===== src/hdl/flash_params.svh =====
`ifndef FLASH_PARAMS_SVH
`define FLASH_PARAMS_SVH

// ***********************************************************************
// readback buffer geometry
// ***********************************************************************
`define FLASH_BUF_DEPTH 128    // words in the readback buffer
`define FLASH_BUF_AW    7      // buffer address width

// ***********************************************************************
// request fields and spi pacing
// ***********************************************************************
`define FLASH_CNT_W     8      // word count field, 1..128 valid
`define FLASH_ADDR_W    24     // flash byte address
`define FLASH_SCK_DIV   2      // clk cycles per sck half period

`endif


===== src/hdl/flash_pkg.sv =====
package flash_pkg;

    // flash command opcodes, as sent on mosi
    typedef enum logic [7:0]
    {
        OP_READ    = 8'h03,    // read data bytes
        OP_READ_ID = 8'h9F     // jedec id, three bytes
    } flash_op_e;

    // command sequencer
    typedef enum logic [2:0]
    {
        S_IDLE,                // wait for req
        S_CHECK,               // validate count, build header
        S_ISSUE,               // cmd_valid up
        S_WAIT,                // frame running
        S_ACK                  // hold ack until req drops
    } seq_state_e;

    // spi shifter
    typedef enum logic [1:0]
    {
        SH_IDLE,               // cs_n high
        SH_HEADER,             // opcode + address out
        SH_DATA,               // words in
        SH_END                 // guard before cs_n rises
    } shf_state_e;

endpackage


===== src/hdl/shift_if.sv =====
`timescale 1ns/1ns
`include "flash_params.svh"

interface shift_if;

    // sequencer -> shifter
    logic                    cmd_valid;   // held until cmd_taken
    logic [31:0]             hdr_word;    // opcode in 31:24, then address
    logic [5:0]              hdr_bits;    // 8 or 32
    logic [`FLASH_CNT_W-1:0] rd_words;    // words to gather

    // shifter -> sequencer
    logic                    cmd_taken;   // same cycle as cs_n going low
    logic                    frame_done;  // single pulse at cs_n rise

    modport seq
    (
        output cmd_valid, hdr_word, hdr_bits, rd_words,
        input  cmd_taken, frame_done
    );

    modport shf
    (
        input  cmd_valid, hdr_word, hdr_bits, rd_words,
        output cmd_taken, frame_done
    );

endinterface


===== src/hdl/flash_cmd_seq.sv =====
`timescale 1ns/1ns
`include "flash_params.svh"

module flash_cmd_seq
(
    input  logic                     clk,
    input  logic                     reset,
    input  logic                     req,
    input  flash_pkg::flash_op_e     op,
    input  logic [`FLASH_ADDR_W-1:0] addr,
    input  logic [`FLASH_CNT_W-1:0]  word_count,
    output logic                     ack,
    output logic                     req_error,
    shift_if.seq                     cmd
);

    import flash_pkg::*;

    localparam logic [`FLASH_CNT_W-1:0] MAX_CNT = `FLASH_CNT_W'(`FLASH_BUF_DEPTH);

    seq_state_e               state;
    flash_op_e                op_q;       // request as latched in idle
    logic [`FLASH_ADDR_W-1:0] addr_q;
    logic [`FLASH_CNT_W-1:0]  cnt_q;
    logic                     is_id;
    logic                     count_bad;

    assign is_id     = (op_q == OP_READ_ID);
    // count only matters for READ, id is always one word
    assign count_bad = !is_id && ((cnt_q == '0) || (cnt_q > MAX_CNT));

    // ********************************************************************
    // request capture and header build
    // ********************************************************************
    always_ff @(posedge clk)
    begin
        if (state == S_IDLE && req)
        begin
            op_q   <= op;              // host holds these stable with req
            addr_q <= addr;
            cnt_q  <= word_count;
        end
        if (state == S_CHECK)
        begin
            if (is_id)
            begin
                cmd.hdr_word <= {op_q, 24'h000000};   // opcode only
                cmd.hdr_bits <= 6'd8;
                cmd.rd_words <= `FLASH_CNT_W'(1);
            end
            else
            begin
                cmd.hdr_word <= {op_q, addr_q};
                cmd.hdr_bits <= 6'd32;
                cmd.rd_words <= cnt_q;
            end
        end
    end

    // ********************************************************************
    // handshake FSM
    // ********************************************************************
    always_ff @(posedge clk)
    begin
        if (reset)
        begin
            state         <= S_IDLE;
            ack           <= 1'b0;
            req_error     <= 1'b0;
            cmd.cmd_valid <= 1'b0;
        end
        else
        begin
            case (state)
                S_IDLE:
                    if (req)
                        state <= S_CHECK;
                S_CHECK:
                    if (count_bad)
                    begin
                        ack       <= 1'b1;     // reject, no frame
                        req_error <= 1'b1;
                        state     <= S_ACK;
                    end
                    else
                    begin
                        cmd.cmd_valid <= 1'b1;
                        state         <= S_ISSUE;
                    end
                S_ISSUE:
                    if (cmd.cmd_taken)
                    begin
                        cmd.cmd_valid <= 1'b0;
                        state         <= S_WAIT;
                    end
                S_WAIT:
                    if (cmd.frame_done)
                    begin
                        ack   <= 1'b1;
                        state <= S_ACK;
                    end
                S_ACK:
                    if (!req)                  // four-phase return to zero
                    begin
                        ack       <= 1'b0;
                        req_error <= 1'b0;
                        state     <= S_IDLE;
                    end
                default:
                    state <= S_IDLE;
            endcase
        end
    end

    // the command offer never outlives the issue phase
    a_valid_in_issue: assert property (@(posedge clk) disable iff (reset)
        cmd.cmd_valid |-> state == S_ISSUE);

endmodule


===== src/hdl/spi_shifter.sv =====
`timescale 1ns/1ns
`include "flash_params.svh"

module spi_shifter
(
    input  logic        clk,
    input  logic        reset,
    shift_if.shf        cmd,
    output logic        spi_cs_n,
    output logic        spi_sck,
    output logic        spi_mosi,
    input  logic        spi_miso,
    output logic        frame_start,
    output logic        rx_valid,
    output logic [31:0] rx_word
);

    import flash_pkg::*;

    localparam int DIV_W = $clog2(`FLASH_SCK_DIV) + 1;

    shf_state_e               state;
    logic [DIV_W-1:0]         div_cnt;     // clk count within an sck half
    logic [5:0]               bits_left;   // bits left in header or word
    logic [`FLASH_CNT_W-1:0]  words_left;
    logic                     is_id;       // 24 data bits instead of 32
    logic [31:0]              sreg_out;
    logic [31:0]              sreg_in;
    logic                     shifting;
    logic                     tick;
    logic                     rise;
    logic                     fall;

    assign shifting = (state == SH_HEADER) || (state == SH_DATA);
    assign tick     = (div_cnt == DIV_W'(`FLASH_SCK_DIV - 1));
    assign rise     = shifting && tick && !spi_sck;   // sample miso
    assign fall     = shifting && tick && spi_sck;    // advance mosi

    assign cmd.cmd_taken = (state == SH_IDLE) && cmd.cmd_valid;
    assign spi_mosi      = sreg_out[31];              // msb first

    // ********************************************************************
    // frame control
    // ********************************************************************
    always_ff @(posedge clk)
    begin
        if (reset)
        begin
            state          <= SH_IDLE;
            spi_cs_n       <= 1'b1;
            spi_sck        <= 1'b0;
            div_cnt        <= '0;
            bits_left      <= '0;
            words_left     <= '0;
            is_id          <= 1'b0;
            frame_start    <= 1'b0;
            rx_valid       <= 1'b0;
            cmd.frame_done <= 1'b0;
        end
        else
        begin
            frame_start    <= 1'b0;                // pulses
            rx_valid       <= 1'b0;
            cmd.frame_done <= 1'b0;
            case (state)
                SH_IDLE:
                    if (cmd.cmd_valid)
                    begin
                        spi_cs_n    <= 1'b0;
                        div_cnt     <= '0;
                        bits_left   <= cmd.hdr_bits;
                        words_left  <= cmd.rd_words;
                        is_id       <= (cmd.hdr_bits == 6'd8);
                        frame_start <= 1'b1;       // rewinds buffer pointer
                        state       <= SH_HEADER;
                    end
                SH_HEADER, SH_DATA:
                begin
                    if (tick)
                    begin
                        div_cnt <= '0;
                        spi_sck <= !spi_sck;
                    end
                    else
                        div_cnt <= div_cnt + 1'b1;
                    if (fall)
                    begin
                        if (bits_left != 6'd1)
                            bits_left <= bits_left - 1'b1;
                        else if (state == SH_HEADER)
                        begin
                            state     <= SH_DATA;
                            bits_left <= is_id ? 6'd24 : 6'd32;
                        end
                        else
                        begin
                            rx_valid <= 1'b1;      // word complete
                            if (words_left == `FLASH_CNT_W'(1))
                                state <= SH_END;
                            else
                            begin
                                words_left <= words_left - 1'b1;
                                bits_left  <= 6'd32;
                            end
                        end
                    end
                end
                SH_END:                            // two clk guard, sck low
                    if (div_cnt == DIV_W'(1))
                    begin
                        spi_cs_n       <= 1'b1;
                        cmd.frame_done <= 1'b1;
                        div_cnt        <= '0;
                        state          <= SH_IDLE;
                    end
                    else
                        div_cnt <= div_cnt + 1'b1;
            endcase
        end
    end

    // ********************************************************************
    // shift registers
    // ********************************************************************
    always_ff @(posedge clk)
    begin
        if (cmd.cmd_taken)
            sreg_out <= cmd.hdr_word;
        else if (fall)
            sreg_out <= {sreg_out[30:0], 1'b0};   // zeros follow the header
        if (rise && state == SH_DATA)
            sreg_in <= {sreg_in[30:0], spi_miso};
        if (fall && state == SH_DATA && bits_left == 6'd1)
            rx_word <= is_id ? {8'h00, sreg_in[23:0]} : sreg_in;
    end

    a_rx_in_frame: assert property (@(posedge clk) disable iff (reset)
        rx_valid |-> !spi_cs_n);
    a_sck_idle_low: assert property (@(posedge clk) disable iff (reset)
        spi_cs_n |-> !spi_sck);    // mode 0 idle level

endmodule


===== src/hdl/word_buffer.sv =====
`timescale 1ns/1ns
`include "flash_params.svh"

module word_buffer
(
    input  logic                     clk,
    input  logic                     reset,
    input  logic                     frame_start,
    input  logic                     rx_valid,
    input  logic [31:0]              rx_word,
    input  logic                     rbuf_en,
    input  logic [`FLASH_BUF_AW-1:0] rbuf_addr,
    output logic [31:0]              rbuf_data
);

    localparam int PTR_W = `FLASH_BUF_AW + 1;   // one extra bit to see full
    localparam logic [PTR_W-1:0] PTR_FULL = PTR_W'(`FLASH_BUF_DEPTH);

    logic [31:0]      mem [0:`FLASH_BUF_DEPTH-1];   // inferred sdp ram
    logic [PTR_W-1:0] wr_ptr;

    // write pointer, rewound per frame
    always_ff @(posedge clk)
    begin
        if (reset)
            wr_ptr <= '0;
        else if (frame_start)
            wr_ptr <= '0;
        else if (rx_valid)
            wr_ptr <= wr_ptr + 1'b1;
    end

    // write port
    always_ff @(posedge clk)
    begin
        if (rx_valid)
            mem[wr_ptr[`FLASH_BUF_AW-1:0]] <= rx_word;
    end

    // host read port, one cycle latency
    always_ff @(posedge clk)
    begin
        if (rbuf_en)
            rbuf_data <= mem[rbuf_addr];
    end

    // sequencer count limit must keep frames within the buffer
    a_no_overflow: assert property (@(posedge clk) disable iff (reset)
        rx_valid |-> wr_ptr != PTR_FULL);

endmodule


===== src/hdl/flash_reader_top.sv =====
`timescale 1ns/1ns
`include "flash_params.svh"

module flash_reader_top
(
    input  logic                     clk,
    input  logic                     reset,
    // host request
    input  logic                     req,
    input  flash_pkg::flash_op_e     op,
    input  logic [`FLASH_ADDR_W-1:0] addr,
    input  logic [`FLASH_CNT_W-1:0]  word_count,
    output logic                     ack,
    output logic                     req_error,
    // spi pins
    output logic                     spi_cs_n,
    output logic                     spi_sck,
    output logic                     spi_mosi,
    input  logic                     spi_miso,
    // buffer read
    input  logic                     rbuf_en,
    input  logic [`FLASH_BUF_AW-1:0] rbuf_addr,
    output logic [31:0]              rbuf_data
);

    logic        frame_start;
    logic        rx_valid;
    logic [31:0] rx_word;

    shift_if cmd_bus ();    // sequencer to shifter

    flash_cmd_seq u_seq
    (
        .clk        (clk),
        .reset      (reset),
        .req        (req),
        .op         (op),
        .addr       (addr),
        .word_count (word_count),
        .ack        (ack),
        .req_error  (req_error),
        .cmd        (cmd_bus.seq)
    );

    spi_shifter u_shifter
    (
        .clk         (clk),
        .reset       (reset),
        .cmd         (cmd_bus.shf),
        .spi_cs_n    (spi_cs_n),
        .spi_sck     (spi_sck),
        .spi_mosi    (spi_mosi),
        .spi_miso    (spi_miso),
        .frame_start (frame_start),
        .rx_valid    (rx_valid),
        .rx_word     (rx_word)
    );

    word_buffer u_buffer
    (
        .clk         (clk),
        .reset       (reset),
        .frame_start (frame_start),
        .rx_valid    (rx_valid),
        .rx_word     (rx_word),
        .rbuf_en     (rbuf_en),
        .rbuf_addr   (rbuf_addr),
        .rbuf_data   (rbuf_data)
    );

endmodule


===== config.mk =====
export PLATFORM = sky130hd
export DESIGN_NAME = flash_reader_top
export DESIGN_NICKNAME = d
export VERILOG_FILES = /design/src/hdl/flash_pkg.sv /design/src/hdl/shift_if.sv /design/src/hdl/flash_cmd_seq.sv /design/src/hdl/spi_shifter.sv /design/src/hdl/word_buffer.sv /design/src/hdl/flash_reader_top.sv
export VERILOG_INCLUDE_DIRS = /design/src /design/src/hdl
export SDC_FILE = /design/constraint.sdc
export NUM_CORES = 2
export LEC_CHECK = 0
export BUFFER_PORTS_ARGS = -buffer_cell sky130_fd_sc_hd__buf_2
export CAP_MARGIN = 40
export CORE_AREA = 2 2 541 543
export CTS_CLUSTER_SIZE = 30
export DETAILED_ROUTE_END_ITERATION = 6
export DIE_AREA = 0 0 543 545
export PLACE_DENSITY_LB_ADDON = 0.15
export SLEW_MARGIN = 20
export SYNTH_ARGS = -nofsm -noshare
export SYNTH_HDL_FRONTEND = slang
export SYNTH_SLANG_ARGS = --single-unit
export TNS_END_PERCENT = 10

===== constraint.sdc =====
create_clock -name clk -period 7.7 [get_ports clk]
set_clock_uncertainty 0.1 [all_clocks]
set_input_delay 1.155 -clock clk [delete_from_list [all_inputs] [get_ports clk]]
set_output_delay 1.155 -clock clk [all_outputs]
set_load 0.05 [all_outputs]

==> results.sh <==
export IMPL_seq_area_frac_synth_pct=79.0
export IMPL_yosys_warnings=0
export IMPL_hpwlAfterDp_um=220000
export IMPL_synthSimpleGateAreaFrac_pct=0.916
export IMPL_max_cap_violations=0
export IMPL_grt_use_met3_pct=7.47
export IMPL_dieArea_sq_um=296000
export IMPL_synth_compound_area_share_pct=0.266
export IMPL_crit_fanout=95
export IMPL_layout_commonest_cell="edfxtp_1"
export IMPL_fin_crit_sh_pct=56.1
export IMPL_clk_path_buf_depth=4
export IMPL_synth_nets=6578
export IMPL_ctsHoldBuffers=0
export IMPL_grt_busiest_layer="met2"
export IMPL_cts_sinks=4343
export IMPL_root_buffer="clkbuf_16"
export IMPL_avgSynthCellArea_sq_um=25.3
export IMPL_finalHoldViolations=0
export IMPL_vias_per_cell=6.63
export IMPL_powerDensity_nw_per_um2=259
export IMPL_dr_pass1_iters=6
export IMPL_nets=7057
export IMPL_antenna_found_initial=33
export IMPL_cp_slowest_cell="buf_12"
export IMPL_htreeDepth=5
export IMPL_min_path_type="in -> reg"
export IMPL_synth_area_sq_um=165000
export IMPL_synth_distinct_cells=49
export IMPL_met1_usage_pct=40.1
export IMPL_status="completed"
export IMPL_gp_congestion=0.812
export IMPL_r2r_end="u_buffer.mem[8][6]"
export IMPL_critPathArrivalTime_ns=4.89
export IMPL_die_w_um=543
export IMPL_grt_max_degree=96
export IMPL_r2r_cells=5
export IMPL_placed_area_sq_um=172000
export IMPL_critical_path_buf_inv_count=2
export IMPL_cpLargestDelayFamily="multiplexers"
export IMPL_grtUsageTotal_pct=27.9
export IMPL_num_rows=198
export IMPL_worst_path_most_repeated_cell="mux4_2"
export IMPL_crit_chain="buf_12 -> buf_4 -> mux4_2 -> mux4_2 -> mux4_2 -> mux2_2"
export IMPL_synth_seq_cells=4343
export IMPL_ios=89
export IMPL_finish_instance_area_sq_um=186000
export IMPL_drcViolationCount=0
export IMPL_gr_usage_met2_pct=42.7
export IMPL_peakVddDrop_v=0.000202
export IMPL_synth_top_area_share_pct=78.5
export IMPL_synth_top_area_cell="edfxtp_1"
export IMPL_synth_mux_area_share_pct=18.9
export IMPL_grt_overflow=0
export IMPL_critPathMaxStageDelay_ns=0.65
export IMPL_post_cts_resized=0
export IMPL_synth_area_leaders="edfxtp_1 (79%), mux4_2 (18%), clkbuf_1 (0.49%)"
export IMPL_wl_per_cell_um=36.2
export IMPL_start_util_pct=56.7
export IMPL_fp_dieH_um=545
export IMPL_core_sq_um=290000
export IMPL_crit_type="in -> reg"
export IMPL_max_slew_margin_rel_pct=29.0
export IMPL_period_needed_ns=4.32
export IMPL_ant_nets=0
export IMPL_synthFlopType="edfxtp_1"
export IMPL_cts_buffers=423
export IMPL_drive_gt1_share_pct=34.1
export IMPL_final_setup_tns_ns=0
export IMPL_hold_path_end="u_seq.addr_q[23]"
export IMPL_min_path_cells=1
export IMPL_r2r_setup_slack_ns=4.26
export IMPL_cts_tree="built"
export IMPL_yosys_area_share_xor_xnor_pct=0.0372
export IMPL_final_setup_viol_count=0
export IMPL_cp_required_ns=8.26
export IMPL_area_delta_synth_final_pct=12.8
export IMPL_async_reset_ff_share_pct=0
export IMPL_crit_path_end_kind="flop"
export IMPL_hold_start="addr[23]"
export IMPL_drt_iter0_markers=11000
export IMPL_clk_pin_slew_ns=0.06
export IMPL_synthesis_instances=6516
export IMPL_r2r_start="u_shifter.rx_valid"
export IMPL_synth_adder_area_share_pct=0.0760
export IMPL_rsz0062_at_grt="no"
export IMPL_n_fill_cell=18500
export IMPL_max_freq_ghz=0.231
export IMPL_finalWirelength_um=408000
export IMPL_mostFrequentLayoutCells="edfxtp_1 (4306), mux4_2 (1344), clkbuf_16 (430)"
export IMPL_start_kind="input port"
export IMPL_worst_pin_slew_ns=1.07
export IMPL_port_buffer_count=88
export IMPL_grt_pass1_wl_um=570000
export IMPL_drv_slew=0
export IMPL_worstSkewPairLatency_ns=0.96
export IMPL_post_cts_setup_buffers=0
export IMPL_power_leakage_nw=57.1
export IMPL_via_count=74700
export IMPL_synth_top_family_by_area="multiplexers"
export IMPL_grt_pass1_vias=74800
export IMPL_synth_edf_count=4306
-- cell usage after synthesis (2+ instances only) --
cell type,instances
or2_2,4
or4_1,2
buf_1,52
o31a_1,2
o31ai_1,6
nor2_1,162
ha_1,10
nand2b_1,8
a211o_1,2
mux2i_1,5
o21ai_0,12
nand3_1,21
xor2_1,6
nor2b_1,53
buf_2,67
edfxtp_1,4306
a21oi_1,27
nor3b_1,4
a31oi_1,5
dfxtp_1,37
nor3_1,11
nand2_1,33
inv_1,14
a21o_1,2
nor4_1,3
nand4_1,3
and3_1,6
buf_6,2
mux2_2,64
a211oi_1,4
mux4_2,1344
clkbuf_1,215
nand3b_1,5
or3_1,4
-- worst register-to-register path, delay by kind of cell (launching register included) --
family	cells	cell delay (ns)
AND/OR/NAND/NOR	3	1.56
buffers and inverters	2	0.81
flip-flops	1	0.61
-- sequential cells by signal, summed over array words and instances, names as in the netlist, 3 cells and up --
signal and flops:
u_buffer.mem 4096, u_buffer.rbuf_data 32, u_seq.cmd.hdr_word 32, u_shifter.rx_word 32
u_shifter.sreg_in 32, u_shifter.sreg_out 32, u_seq.addr_q 24, u_seq.cmd.rd_words 8
u_seq.cnt_q 8, u_seq.op_q 8, u_shifter.words_left 8, u_buffer.wr_ptr 7
u_shifter.bits_left 6, u_seq.state 3
-- routing by layer --
metal | vias up | share of wire, %
met5 | - | 0.014
met4 | 8 | 2.8
met3 | 508 | 12
met2 | 4069 | 47
met1 | 40800 | 38
li1 | 29400 | -
-- how the worst max path moves through the flow --
stage	cells after the start	start	end	slack [ns]
6_report	6	rbuf_addr[0]	u_buffer.rbuf_data[17]	3.38
5_1_grt	7	rbuf_addr[0]	u_buffer.rbuf_data[0]	3.23
4_1_cts	7	rbuf_addr[0]	u_buffer.rbuf_data[0]	3.33
3_5_place_dp	7	rbuf_addr[0]	u_buffer.rbuf_data[0]	2.32
3_3_place_gp	7	rbuf_addr[0]	u_buffer.rbuf_data[0]	2.33
2_1_floorplan	6	u_shifter.state[1]	u_shifter.sreg_in[0]	3.51
-- metrics by stage --
step	utilization [%]	total power (W)	instances	setup WS, ns	hold WS, ns
finish	64.0	0.0481	11300	3.38	0.307
global route	64.0	0.0494	11300	3.23	0.281
CTS	64.0	0.0484	11200	3.33	0.235
detailed placement	59.4	0.0288	10500	2.32	0.328
global placement	59.3	0.0287	10500	2.33	0.325
floorplan	-	0.0279	6516	3.51	0.318
-- report_power, final --
part           internal (W)  switching (W)  leakage [nW]
clock network        0.0112        0.00861          6.43
logic               0.00102        0.00136          11.6
registers            0.0258       0.000110          39.0
total                0.0380         0.0101          57.1
-- layout make-up --
| cell class | count | area [sq um] | area share [%] |
|---|---|---|---|
| clock buffers | 541 | 11200 | 6.05 |
| diodes | 26 | 65.1 | 0.0350 |
| well taps | 3900 | 4880 | 2.63 |
| inverters | 14 | 52.6 | 0.0283 |
| multi-input cells | 1823 | 34200 | 18.4 |
| repair buffers | 390 | 3330 | 1.79 |
| flip-flops and latches | 4343 | 130000 | 70.0 |
| clock inverters | 229 | 1970 | 1.06 |
-- logic make-up (layout without fill, tap and decap cells) --
kind of cell	count (synthesis)	in the layout
simple gates	322	322
flops	4343	4343
other cells	0	26
mux	1413	1413
buf+inv	350	1174
compound gates	71	71
fa+ha+maj	10	10
xor+xnor	7	7
Power figures use the tool's default switching activity.
